`config.mk`:
```
export PLATFORM = sky130hd
export DESIGN_NAME = rv_core
export DESIGN_NICKNAME = d
export VERILOG_FILES = /design/src/source/core_pkg.sv /design/src/source/decode_unit.sv /design/src/source/exec_unit.sv /design/src/source/fetch_unit.sv /design/src/source/mem_stage.sv /design/src/source/pipe_ctrl.sv /design/src/source/reg_file.sv /design/src/source/rv_core.sv
export SDC_FILE = /design/constraint.sdc
export NUM_CORES = 2
export LEC_CHECK = 0
export ABC_AREA = 1
export BUFFER_PORTS_ARGS = -buffer_cell sky130_fd_sc_hd__buf_2
export CAP_MARGIN = 25
export CORE_MARGIN = 1
export CORE_UTILIZATION = 40
export CTS_CLUSTER_DIAMETER = 40
export DETAILED_ROUTE_END_ITERATION = 16
export SETUP_SLACK_MARGIN = 0.05
export SLEW_MARGIN = 20
export SYNTH_ARGS = -nofsm -noshare
export SYNTH_HDL_FRONTEND = slang
export SYNTH_HIERARCHICAL = 1
export SYNTH_SLANG_ARGS = --single-unit
export TNS_END_PERCENT = 30
```
`constraint.sdc`:
```
create_clock -name clk -period 4.1 [get_ports clk]
set_input_delay 1.23 -clock clk [delete_from_list [all_inputs] [get_ports clk]]
set_output_delay 1.23 -clock clk [all_outputs]
set_load 0.05 [all_outputs]
```
`src/source/core_pkg.sv`:
```
package core_pkg;

  typedef logic [31:0] word_t;
  typedef logic [4:0]  reg_addr_t;
  typedef logic [31:0] inst_t;
  typedef logic [6:0]  opcode_t;
  typedef logic [2:0]  funct3_t;
  typedef logic [6:0]  funct7_t;

  localparam word_t RESET_PC = 32'h0000_0000;

  // Major opcodes
  localparam opcode_t OPC_OP     = 7'b0110011;
  localparam opcode_t OPC_OP_IMM = 7'b0010011;
  localparam opcode_t OPC_LUI    = 7'b0110111;
  localparam opcode_t OPC_LOAD   = 7'b0000011;
  localparam opcode_t OPC_STORE  = 7'b0100011;
  localparam opcode_t OPC_BRANCH = 7'b1100011;

  localparam funct3_t F3_ADD_SUB = 3'b000;
  localparam funct3_t F3_SLT     = 3'b010;
  localparam funct3_t F3_XOR     = 3'b100;
  localparam funct3_t F3_OR      = 3'b110;
  localparam funct3_t F3_AND     = 3'b111;
  localparam funct3_t F3_WORD    = 3'b010;  // LW and SW only
  localparam funct3_t F3_BEQ     = 3'b000;
  localparam funct3_t F3_BNE     = 3'b001;

  localparam funct7_t F7_BASE = 7'b0000000;
  localparam funct7_t F7_SUB  = 7'b0100000;

  typedef enum logic [2:0] {
    ALU_ADD,
    ALU_SUB,
    ALU_AND,
    ALU_OR,
    ALU_XOR,
    ALU_SLT,
    ALU_PASS_B
  } alu_op_e;

  typedef struct packed {
    word_t     pc;
    alu_op_e   alu_op;
    word_t     op_a;
    word_t     op_b;
    word_t     store_data;
    reg_addr_t rd;
    logic      reg_write;
    logic      load;
    logic      store;
  } id_ex_t;

  typedef struct packed {
    reg_addr_t rd;
    logic      reg_write;
    logic      load;
    logic      store;
    word_t     alu_result;
    word_t     store_data;
  } ex_mem_t;

  typedef struct packed {
    reg_addr_t rd;
    logic      reg_write;
    logic      load;
    word_t     alu_result;
  } mem_wb_t;

  typedef struct packed {
    logic      write;
    logic      load;
    reg_addr_t rd;
    word_t     value;
  } fwd_t;

  typedef struct packed {
    logic      en;
    reg_addr_t addr;
    word_t     data;
  } wb_t;

  typedef struct packed {
    logic freeze;
    logic hold_front;
    logic bubble;
  } stall_t;

endpackage

```
`src/source/decode_unit.sv`:
```
`timescale 1ns/100ps

module decode_unit import core_pkg::*; (
  input  logic      clk,
  input  logic      rstn,
  input  stall_t    stall_i,
  input  word_t     pc_i,
  input  inst_t     inst_i,
  input  word_t     rdata1_i,
  input  word_t     rdata2_i,
  input  fwd_t      ex_fwd_i,
  input  fwd_t      mem_fwd_i,
  output reg_addr_t raddr1_o,
  output reg_addr_t raddr2_o,
  output logic      branch_taken_o,
  output word_t     branch_target_o,
  output logic      load_use_o,
  output id_ex_t    id_ex_o
);

  opcode_t   opcode;
  funct3_t   funct3;
  funct7_t   funct7;
  word_t     imm_i, imm_s, imm_b, imm_u;
  word_t     rs1_val, rs2_val;
  id_ex_t    dec;
  logic      legal, valid, use_rs1, use_rs2, is_branch, operands_eq;
  logic      squash;

  function automatic logic src_match(fwd_t f, reg_addr_t r);
    return f.write && f.rd == r && r != '0;
  endfunction

  // Youngest producer first
  function automatic word_t fwd_value(reg_addr_t r, word_t rf, fwd_t ex, fwd_t mem);
    if (src_match(ex, r)) return ex.value;
    if (src_match(mem, r)) return mem.value;
    return rf;
  endfunction

  function automatic logic load_hazard(reg_addr_t r, fwd_t ex, fwd_t mem);
    if (src_match(ex, r)) return ex.load;
    return src_match(mem, r) && mem.load;
  endfunction

  assign opcode   = inst_i[6:0];
  assign funct3   = inst_i[14:12];
  assign funct7   = inst_i[31:25];
  assign raddr1_o = inst_i[19:15];
  assign raddr2_o = inst_i[24:20];

  assign imm_i = {{20{inst_i[31]}}, inst_i[31:20]};
  assign imm_s = {{20{inst_i[31]}}, inst_i[31:25], inst_i[11:7]};
  assign imm_b = {{19{inst_i[31]}}, inst_i[31], inst_i[7], inst_i[30:25], inst_i[11:8], 1'b0};
  assign imm_u = {inst_i[31:12], 12'b0};

  assign rs1_val = fwd_value(raddr1_o, rdata1_i, ex_fwd_i, mem_fwd_i);
  assign rs2_val = fwd_value(raddr2_o, rdata2_i, ex_fwd_i, mem_fwd_i);

  always_comb begin
    dec            = '0;
    dec.pc         = pc_i;
    dec.alu_op     = ALU_ADD;
    dec.op_a       = rs1_val;
    dec.op_b       = rs2_val;
    dec.store_data = rs2_val;
    dec.rd         = inst_i[11:7];
    legal          = 1'b1;
    use_rs1        = 1'b1;
    use_rs2        = 1'b0;
    is_branch      = 1'b0;
    case (opcode)
      OPC_OP: begin
        use_rs2       = 1'b1;
        dec.reg_write = 1'b1;
        case ({funct7, funct3})
          {F7_BASE, F3_ADD_SUB}: dec.alu_op = ALU_ADD;
          {F7_SUB, F3_ADD_SUB}:  dec.alu_op = ALU_SUB;
          {F7_BASE, F3_SLT}:     dec.alu_op = ALU_SLT;
          {F7_BASE, F3_XOR}:     dec.alu_op = ALU_XOR;
          {F7_BASE, F3_OR}:      dec.alu_op = ALU_OR;
          {F7_BASE, F3_AND}:     dec.alu_op = ALU_AND;
          default:               legal = 1'b0;
        endcase
      end
      OPC_OP_IMM: begin
        legal         = funct3 == F3_ADD_SUB;
        dec.op_b      = imm_i;
        dec.reg_write = 1'b1;
      end
      OPC_LUI: begin
        use_rs1       = 1'b0;
        dec.alu_op    = ALU_PASS_B;
        dec.op_b      = imm_u;
        dec.reg_write = 1'b1;
      end
      OPC_LOAD: begin
        legal         = funct3 == F3_WORD;
        dec.op_b      = imm_i;
        dec.reg_write = 1'b1;
        dec.load      = 1'b1;
      end
      OPC_STORE: begin
        legal     = funct3 == F3_WORD;
        use_rs2   = 1'b1;
        dec.op_b  = imm_s;
        dec.store = 1'b1;
      end
      OPC_BRANCH: begin
        use_rs2   = 1'b1;
        is_branch = funct3 == F3_BEQ || funct3 == F3_BNE;
        legal     = is_branch;
      end
      default: begin
        legal   = 1'b0;
        use_rs1 = 1'b0;
      end
    endcase
  end

  // Squashed slot also covers the stale word seen right after reset
  assign valid = legal && !squash;

  assign load_use_o = valid &&
                      ((use_rs1 && load_hazard(raddr1_o, ex_fwd_i, mem_fwd_i)) ||
                       (use_rs2 && load_hazard(raddr2_o, ex_fwd_i, mem_fwd_i)));

  assign operands_eq     = rs1_val == rs2_val;
  assign branch_target_o = pc_i + imm_b;
  assign branch_taken_o  = valid && is_branch && !load_use_o &&
                           ((funct3 == F3_BNE) ? !operands_eq : operands_eq);

  always_ff @(posedge clk or negedge rstn) begin
    if (!rstn) begin
      id_ex_o <= '0;
      squash  <= 1'b1;
    end else if (!stall_i.freeze) begin
      if (stall_i.bubble || !valid) begin
        id_ex_o <= '0;
      end else begin
        id_ex_o <= dec;
      end
      if (!stall_i.hold_front) begin
        squash <= branch_taken_o;
      end
    end
  end

  // Slot behind a taken branch is squashed and cannot branch again
  assert property (@(posedge clk) disable iff (!rstn)
    !(branch_taken_o && $past(branch_taken_o && !stall_i.freeze)))
    else $error("decode_unit: shadow slot of a taken branch branched at pc %h", pc_i);

endmodule

```
`src/source/exec_unit.sv`:
```
`timescale 1ns/100ps

module exec_unit import core_pkg::*; (
  input  logic    clk,
  input  logic    rstn,
  input  stall_t  stall_i,
  input  id_ex_t  id_ex_i,
  output fwd_t    ex_fwd_o,
  output ex_mem_t ex_mem_o
);

  word_t alu_result;

  always_comb begin
    case (id_ex_i.alu_op)
      ALU_ADD:    alu_result = id_ex_i.op_a + id_ex_i.op_b;
      ALU_SUB:    alu_result = id_ex_i.op_a - id_ex_i.op_b;
      ALU_AND:    alu_result = id_ex_i.op_a & id_ex_i.op_b;
      ALU_OR:     alu_result = id_ex_i.op_a | id_ex_i.op_b;
      ALU_XOR:    alu_result = id_ex_i.op_a ^ id_ex_i.op_b;
      // Signed compare
      ALU_SLT:    alu_result = {31'b0, $signed(id_ex_i.op_a) < $signed(id_ex_i.op_b)};
      ALU_PASS_B: alu_result = id_ex_i.op_b;
      default:    alu_result = id_ex_i.op_a + id_ex_i.op_b;
    endcase
  end

  // For a load the value here is only the address, decode stalls on it
  assign ex_fwd_o = '{
    write: id_ex_i.reg_write,
    load:  id_ex_i.load,
    rd:    id_ex_i.rd,
    value: alu_result
  };

  always_ff @(posedge clk or negedge rstn) begin
    if (!rstn) begin
      ex_mem_o <= '0;
    end else if (!stall_i.freeze) begin
      ex_mem_o <= '{
        rd:         id_ex_i.rd,
        reg_write:  id_ex_i.reg_write,
        load:       id_ex_i.load,
        store:      id_ex_i.store,
        alu_result: alu_result,
        store_data: id_ex_i.store_data
      };
    end
  end

endmodule

```
`src/source/fetch_unit.sv`:
```
`timescale 1ns/100ps

module fetch_unit import core_pkg::*; (
  input  logic   clk,
  input  logic   rstn,
  input  stall_t stall_i,
  input  logic   branch_taken_i,
  input  word_t  branch_target_i,
  output logic   inst_read_o,
  output word_t  inst_addr_o,
  output word_t  id_pc_o
);

  word_t pc;
  word_t pc_next;
  logic  advance;

  // Front end moves unless frozen or held for a load-use
  assign advance = !stall_i.freeze && !stall_i.hold_front;
  assign pc_next = branch_taken_i ? branch_target_i : pc + 32'd4;

  // With no read the memory keeps presenting the held instruction
  assign inst_read_o = advance;
  assign inst_addr_o = pc;

  always_ff @(posedge clk or negedge rstn) begin
    if (!rstn) begin
      pc      <= RESET_PC;
      id_pc_o <= RESET_PC;
    end else if (advance) begin
      pc      <= pc_next;
      id_pc_o <= pc;
    end
  end

  // Branch targets from decode must keep the pc word aligned
  assert property (@(posedge clk) disable iff (!rstn) pc[1:0] == 2'b00)
    else $error("fetch_unit: misaligned pc %h", pc);

endmodule

```
`src/source/mem_stage.sv`:
```
`timescale 1ns/100ps

module mem_stage import core_pkg::*; (
  input  logic    clk,
  input  logic    rstn,
  input  stall_t  stall_i,
  input  ex_mem_t ex_mem_i,
  input  word_t   data_i,
  output logic    data_read_o,
  output logic    data_write_o,
  output word_t   data_addr_o,
  output word_t   data_wdata_o,
  output fwd_t    mem_fwd_o,
  output wb_t     wb_o
);

  mem_wb_t mem_wb;

  // No strobe while a cache stall is pending
  assign data_read_o  = ex_mem_i.load && !stall_i.freeze;
  assign data_write_o = ex_mem_i.store && !stall_i.freeze;
  assign data_addr_o  = ex_mem_i.alu_result;
  assign data_wdata_o = ex_mem_i.store_data;

  assign mem_fwd_o = '{
    write: ex_mem_i.reg_write,
    load:  ex_mem_i.load,
    rd:    ex_mem_i.rd,
    value: ex_mem_i.alu_result
  };

  always_ff @(posedge clk or negedge rstn) begin
    if (!rstn) begin
      mem_wb <= '0;
    end else if (!stall_i.freeze) begin
      mem_wb <= '{
        rd:         ex_mem_i.rd,
        reg_write:  ex_mem_i.reg_write,
        load:       ex_mem_i.load,
        alu_result: ex_mem_i.alu_result
      };
    end
  end

  // Load data arrives one cycle after the read, i.e. in writeback
  assign wb_o = '{
    en:   mem_wb.reg_write && !stall_i.freeze,
    addr: mem_wb.rd,
    data: mem_wb.load ? data_i : mem_wb.alu_result
  };

  // Decode never marks one instruction as both load and store
  assert property (@(posedge clk) disable iff (!rstn) !(data_read_o && data_write_o))
    else $error("mem_stage: read and write strobes together at %h", data_addr_o);

endmodule

```
`src/source/pipe_ctrl.sv`:
```
`timescale 1ns/100ps

module pipe_ctrl import core_pkg::*; (
  input  logic   imem_stall_i,
  input  logic   dmem_stall_i,
  input  logic   load_use_i,
  output stall_t stall_o
);

  logic cache_stall;
  logic hazard_stall;

  assign cache_stall = imem_stall_i || dmem_stall_i;

  // A frozen pipe does not also insert a bubble
  assign hazard_stall = load_use_i && !cache_stall;

  // Every stage holds its register
  assign stall_o.freeze = cache_stall;

  // PC, fetched pc and the instruction word stay put
  assign stall_o.hold_front = hazard_stall;

  // ID/EX takes an empty slot while the load moves on
  assign stall_o.bubble = hazard_stall;

endmodule

```
`src/source/reg_file.sv`:
```
`timescale 1ns/100ps

module reg_file import core_pkg::*; (
  input  logic      clk,
  input  logic      rstn,
  input  wb_t       wb_i,
  input  reg_addr_t raddr1_i,
  input  reg_addr_t raddr2_i,
  output word_t     rdata1_o,
  output word_t     rdata2_o
);

  word_t regs [32];

  // x0 reads zero, a write in the same cycle wins over the array
  function automatic word_t read_port(reg_addr_t addr, wb_t wb, word_t stored);
    if (addr == '0) return '0;
    if (wb.en && wb.addr == addr) return wb.data;
    return stored;
  endfunction

  assign rdata1_o = read_port(raddr1_i, wb_i, regs[raddr1_i]);
  assign rdata2_o = read_port(raddr2_i, wb_i, regs[raddr2_i]);

  always_ff @(posedge clk or negedge rstn) begin
    if (!rstn) begin
      for (int i = 0; i < 32; i++) begin
        regs[i] <= '0;
      end
    end else if (wb_i.en && wb_i.addr != '0) begin
      regs[wb_i.addr] <= wb_i.data;
    end
  end

endmodule

```
`src/source/rv_core.sv`:
```
`timescale 1ns/100ps

module rv_core import core_pkg::*; (
  input  logic  clk,
  input  logic  rstn,
  // Instruction memory
  input  inst_t inst_i,
  output logic  inst_read_o,
  output word_t inst_addr_o,
  // Data memory
  input  word_t data_i,
  output logic  data_read_o,
  output logic  data_write_o,
  output word_t data_addr_o,
  output word_t data_wdata_o,
  // Cache stalls
  input  logic  imem_stall_i,
  input  logic  dmem_stall_i
);

  stall_t    stall;
  word_t     id_pc;
  logic      branch_taken;
  word_t     branch_target;
  logic      load_use;
  reg_addr_t raddr1, raddr2;
  word_t     rdata1, rdata2;
  fwd_t      ex_fwd, mem_fwd;
  id_ex_t    id_ex;
  ex_mem_t   ex_mem;
  wb_t       wb;

  pipe_ctrl i_pipe_ctrl (
    .imem_stall_i (imem_stall_i),
    .dmem_stall_i (dmem_stall_i),
    .load_use_i   (load_use),
    .stall_o      (stall)
  );

  fetch_unit i_fetch_unit (
    .clk             (clk),
    .rstn            (rstn),
    .stall_i         (stall),
    .branch_taken_i  (branch_taken),
    .branch_target_i (branch_target),
    .inst_read_o     (inst_read_o),
    .inst_addr_o     (inst_addr_o),
    .id_pc_o         (id_pc)
  );

  reg_file i_reg_file (
    .clk      (clk),
    .rstn     (rstn),
    .wb_i     (wb),
    .raddr1_i (raddr1),
    .raddr2_i (raddr2),
    .rdata1_o (rdata1),
    .rdata2_o (rdata2)
  );

  decode_unit i_decode_unit (
    .clk             (clk),
    .rstn            (rstn),
    .stall_i         (stall),
    .pc_i            (id_pc),
    .inst_i          (inst_i),
    .rdata1_i        (rdata1),
    .rdata2_i        (rdata2),
    .ex_fwd_i        (ex_fwd),
    .mem_fwd_i       (mem_fwd),
    .raddr1_o        (raddr1),
    .raddr2_o        (raddr2),
    .branch_taken_o  (branch_taken),
    .branch_target_o (branch_target),
    .load_use_o      (load_use),
    .id_ex_o         (id_ex)
  );

  exec_unit i_exec_unit (
    .clk      (clk),
    .rstn     (rstn),
    .stall_i  (stall),
    .id_ex_i  (id_ex),
    .ex_fwd_o (ex_fwd),
    .ex_mem_o (ex_mem)
  );

  mem_stage i_mem_stage (
    .clk          (clk),
    .rstn         (rstn),
    .stall_i      (stall),
    .ex_mem_i     (ex_mem),
    .data_i       (data_i),
    .data_read_o  (data_read_o),
    .data_write_o (data_write_o),
    .data_addr_o  (data_addr_o),
    .data_wdata_o (data_wdata_o),
    .mem_fwd_o    (mem_fwd),
    .wb_o         (wb)
  );

endmodule

```
### Yosys cells after proc, flatten, opt, wreduce, memory -nomap -nowiden

Cells that the tools add are included.

* register bits: 1307
* word-level logic and storage cells: 203

* add/sub/neg operators: 4
* $lt $le $gt $ge: 5
* multiplexer cells: 57
* bitwise operators: 8
* reduce and logical (&&, ||, !) cells: 50
* equal/unequal tests: 26

Operators by type and width (count)
* $bwmux 1024: 1
* $mux 32: 23
* $bmux 32 s5: 2
* $pmux 32 s6: 1
* $demux 32 s5: 1
* $mux 107: 1
* $pmux 32 s3: 1
* $add 32x32->32: 2
* $add 32x3->32 const B: 1
* $and 32x32->32: 1
* $eq 32x32->1: 1
* $lt 32x32->1: 1
* $or 32x32->32: 1
* $sub 32x32->32: 1
* $xor 32x32->32: 1
* $eq 10x3->1 const B: 3
* $eq 5x5->1: 6
* $logic_and 1x1->1: 26
* $mux 1: 24
* $eq 7x6->1 const B: 3
* $ge 6x6->1 const B: 3
* $not 5->6: 3
* $pmux 3 s5: 1
* $reduce_bool 5->1: 3
* other kinds (23): 39

### Depth between registers and ports, before layout

* depth after elaboration: 15
* gate-level depth with buffers: 36

### Hierarchy

The synthesis kept the hierarchy.

By module, submodules not included
* reg_file: area each 59500.8 µm², instances 1, cells each 8797, seq. area each 25624.6 µm²
* decode_unit: area each 11126.9 µm², instances 1, cells each 1739, seq. area each 3504.6 µm²
* exec_unit: area each 9245.1 µm², instances 1, cells each 1614, seq. area each 1801.7 µm²
* fetch_unit: area each 3470.8 µm², instances 1, cells each 487, seq. area each 1601.5 µm²
* mem_stage: area each 2712.6 µm², instances 1, cells each 383, seq. area each 975.9 µm²
* pipe_ctrl: area each 46.3 µm², instances 1, cells each 8, seq. area each 0.0 µm²

### Worst setup path before layout

OpenSTA, ideal clock, no wires.

* path kind: input -> output
* from: input port inst_i[1]
* to: output port inst_read_o
* stages: 17
* data required time: 2870 ps
* slack: -488 ps
* data arrival time: 3358 ps
* cell sequence: nand2_1 -> nor2_1 -> nand2_1 -> inv_1 -> nand3_1 -> nand2_1 -> a2111oi_2 -> nand2_1 -> nand2_1 -> inv_1 -> nand2_1 -> inv_1 -> inv_1 -> nor2_2 -> buf_4 -> nor2_4 -> clkbuf_1

* cells in the longest elaborated chain, start to end: 9
* elaborated cells on any way between the ends: 20

RTL lines
* from (decl): line rv_core.sv:7 `input inst_t inst_i,`
* $eq 7x7->1, or another cell as far along: line decode_unit.sv:72 `case (opcode)`
* $reduce_or 5->1 (no line) or $reduce_or 3->1 (tied branches)
* $mux 1: line decode_unit.sv:72
* $logic_and 1x1->1, on equally long branches: line decode_unit.sv:125, decode_unit.sv:126
* $logic_or 1x1->1: line decode_unit.sv:125 `((use_rs1 && load_hazard(raddr1_o, ex_fwd_i, mem_fwd_i)) ||`
* $logic_and 1x1->1 (*): line decode_unit.sv:124 `assign load_use_o = valid &&`
* net load_use: line rv_core.sv:25 `logic load_use;`
* $logic_and 1x1->1 (*): line pipe_ctrl.sv:16 `assign hazard_stall = load_use_i && !cache_stall;`
* net i_pipe_ctrl.hazard_stall: line pipe_ctrl.sv:11 `logic hazard_stall;`
* $logic_not 1->1 (*)
* $logic_and 1x1->1 (*): line fetch_unit.sv:19 `assign advance = !stall_i.freeze && !stall_i.hold_front;`
* to (decl): line rv_core.sv:8 `output logic inst_read_o,`

The timed path passes the listed nets; every way through them passes the cells marked *.

### Worst setup path after layout

* from: input port inst_i[16]
* to: register i_fetch_unit.pc[23], in the netlist i_fetch_unit/inst_addr_o[23]

* cells in the longest elaborated chain, start to end: 13
* elaborated cells on any way between the ends: 41

RTL lines
* $not 5->6 (implied by the code) or $eq 5x5->1 (tied branches): line reg_file.sv:22, reg_file.sv:18
* $bmux 32 s5 or $logic_and 1x1->1 (tied branches): line reg_file.sv:22, reg_file.sv:18
* $mux 32 (implied by the code) or $mux 1 (tied branches) (2 in a row): line reg_file.sv:22, reg_file.sv:18
* $mux 32: line reg_file.sv:19 `return stored;`
* $mux 32 (*): line reg_file.sv:18 `if (wb.en && wb.addr == addr) return wb.data;`
* net rdata1[3]: line rv_core.sv:27 `word_t rdata1, rdata2;`
* $mux 32 (*): line decode_unit.sv:38 `return rf;`
* $mux 32 (*): line decode_unit.sv:37 `if (src_match(mem, r)) return mem.value;`
* $eq 32x32->1 (*): line decode_unit.sv:128 `assign operands_eq = rs1_val == rs2_val;`
* $logic_not 1->1: line decode_unit.sv:131 `((funct3 == F3_BNE) ? !operands_eq : operands_eq);`
* $mux 1 (*): line decode_unit.sv:131
* $logic_and 1x1->1 (*): line decode_unit.sv:130 `assign branch_taken_o = valid && is_branch && !load_use_o &&`
* net branch_taken: line rv_core.sv:23 `logic branch_taken;`
* $mux 32 (*): line fetch_unit.sv:20 `assign pc_next = branch_taken_i ? branch_target_i : pc + 32'd4;`
* to (signal assigned): line fetch_unit.sv:31 `pc <= pc_next;`
* to (decl): line fetch_unit.sv:14 `word_t pc;`

The timed path passes the listed nets; every way through them passes the cells marked *. The select of a mux whose other input is x is not followed.
A chain may end at the register's enable or synchronous reset.

==> run_results.csv <==
group,metric,value,unit
logic_synthesis,synth_fp_nets,13156,
routing,first_pass_iters,7,
worst_setup_path,critPathRequiredTime,4830,ps
sta,worst_slack,-149.5,ps
sta,setup_viol,31,
finish,drive_above_1_share,0.1680,
die,die_h,463.0,um
die,core,0.2104,mm^2
finish,layout.nets,13732,
logic_synthesis,syn-cell-area,0.08500,mm^2
flow_run,max-cap-violations,0,
worst_setup_path,startpoint_type,"primary input",
global_routing,grt_pass1_wl,546.0,mm
worst_setup_path,ff2ff_path_depth,34,
cts,clkTransAtPathRegs,50,ps
sta,timing.hold.ws,274.6,ps
worst_setup_path,cp.arrival,4980,ps
worst_setup_path,critical_path_class,"in2reg",
logic_synthesis,yosysWarnings,6,
global_routing,grt_remaining_overflow,0,
sta,skew,46.87,ps
routing,viasPerCell,5.537,
worst_setup_path,path_max_fanout,41,
cts,clockBufferDepth,3,
power,p_leak,0.05322,uW
worst_setup_path,worstSetupStartpoint,"inst_i[16]",
routing,dr_total_vias,91633,
routing,wl_per_cell,21.98,um
cts,clk_latency,890,ps
worst_setup_path,endpoint_kind,"flip-flop",
placement,place_congestion,0.9789,
worst_setup_path,crit_slowest_cell,"buf_16",
worst_setup_path,reg2reg_to,"i_fetch_unit/inst_addr_o[23]$_DFFE_PN0P_",
cts,cts_buffers,229,
power,vdd_drop_max,0.3862,mV
logic_synthesis,syn_area_per_cell,6.560,um^2
sta,maxSlewViolCount,0,
routing,drt_iter0_markers,11406,
sta,fin_crit_sh,1.036,
die,io_pins,167,
worst_setup_path,r2r_setup_slack,-140,ps
finish,area_delta_synth_final,25.44,%
sta,final-hold-violation-count,0,
sta,worstMarginPinSlew,1129,ps
logic_synthesis,synthCells,12958,
die,num_rows,168,
worst_setup_path,crit_top_cell,"nand2_1",
finish,final_cell_mix,"nand2_1 (4,416), nand3_1 (1,774), inv_1 (1,428)",
sta,period_minus_slack,4249,ps
die,die_w,463.0,um
outcome,status,"finished with violations",
cts,cts_hold_buf,0,
global_routing,grt_usage,0.3314,
cts,cts_root_buffer,"clkbuf_16",
power,power_density,373.5,mW/mm^2
global_routing,antenna_found_initial,11,
global_routing,grt_max_degree,139,
worst_setup_path,max_stage_delay,280,ps
global_routing,grt_pass1_vias,87260,
sta,grt_setup_unrepaired,"true",
die,initial_core_util,0.4040,
outcome,violations,"negative setup slack",
sta,clock.fmax,235.3,MHz
placement,hpwl,241.6,mm
sta,slew_headroom,0.2472,
placement,io_buffers,166,
routing,drtAntennaViolNets,0,
die,dieArea,0.2143,mm^2
routing,drcViolationCount,0,
placement,dp_slack,-1020,ps
worst_hold_path,worstHoldPathType,"in2async",
cts,clock_sinks,1307,
worst_setup_path,reg2reg_from,"i_decode_unit/id_ex_o[72]$_DFFE_PN0N_",
cts,h-tree-depth,4,
routing,wirelength,363.7,mm
finish,layout_commonest_cell,"nand2_1",
cts,cts_tree,"done",
## per-layer routing
metal  vias to the layer above  part of all wire  track usage
met2                      4903              0.43       0.5018
met4                         4             0.061       0.1798
met1                     43428              0.41       0.4465
met3                       971             0.096      0.06177
li1                      42327                 -            -
met5                         -          0.000074            0
## worst max path at each step
stage	endpoint	slack [ps]	depth (start not counted)
6_report	i_fetch_unit/inst_addr_o[23]$_DFFE_PN0P_	-150	32
5_1_grt	i_fetch_unit/inst_addr_o[6]$_DFFE_PN0P_	-280	35
3_5_place_dp	i_fetch_unit/inst_addr_o[16]$_DFFE_PN0P_	-1020	33
4_1_cts	inst_read_o	-230	17
3_3_place_gp	i_fetch_unit/inst_addr_o[21]$_DFFE_PN0P_	-980	32
2_1_floorplan	inst_read_o	-30	17
## layout make-up
class | count | area [um^2]
fill | 20628 | 103800
multi-input combinational | 9103 | 43560
sequential | 1307 | 32710
timing repair buffer | 1383 | 12950
clock buffer | 264 | 6106
inverter | 1510 | 5753
tap | 2805 | 3510
clock inverter | 173 | 2031
antenna | 3 | 7.507
## per-stage QoR
| stage | cell area [um^2] | utilization | setup TNS, ps | std cells | total power, uW |
|---|---|---|---|---|---|
| after floorplan | 85280 | - | -25.17 | 12958 | 16870 |
| after global placement | 96210 | 0.4573 | -37880 | 16056 | 19640 |
| after detailed placement | 96210 | 0.4573 | -36560 | 16056 | 19680 |
| after CTS | 105300 | 0.5003 | -2584 | 16521 | 39850 |
| after global routing | 106600 | 0.5067 | -6904 | 16547 | 41220 |
| final | 106600 | 0.5068 | -2521 | 16548 | 39830 |
## report_power, final
group          switching [uW]  total (uW)  internal [uW]
Sequential                221       13300          13100
Clock                    7560       20000          12500
Combinational            4200        6440           2240
Total                   12000       39800          27800
## worst max-delay path, delay by kind of cell
family,cells,cell delay [ps]
and+or+nand+nor,20,1880
AOI/OAI and AO/OA,2,260
buffers and inverters,10,1550
## flip-flops by register name, summed over array words and instances, names as in the netlist
signal and flops:
i_decode_unit/id_ex_o 107, i_decode_unit/squash 1, i_exec_unit/ex_mem_o 72, i_fetch_unit/id_pc_o 32
i_fetch_unit/inst_addr_o 32, i_mem_stage/mem_wb 34, i_mem_stage/wb_o 5, i_reg_file/regs 1024
## timing repair
action / 4_1_cts / 5_1_grt
gates cloned: 2 / 1
pin swaps: 43 / 107
buffers inserted: 28 / 23
endpoints found under the setup margin: 35 / 34
resized for setup: 178 / 298
Power figures use the tool's default switching activity.
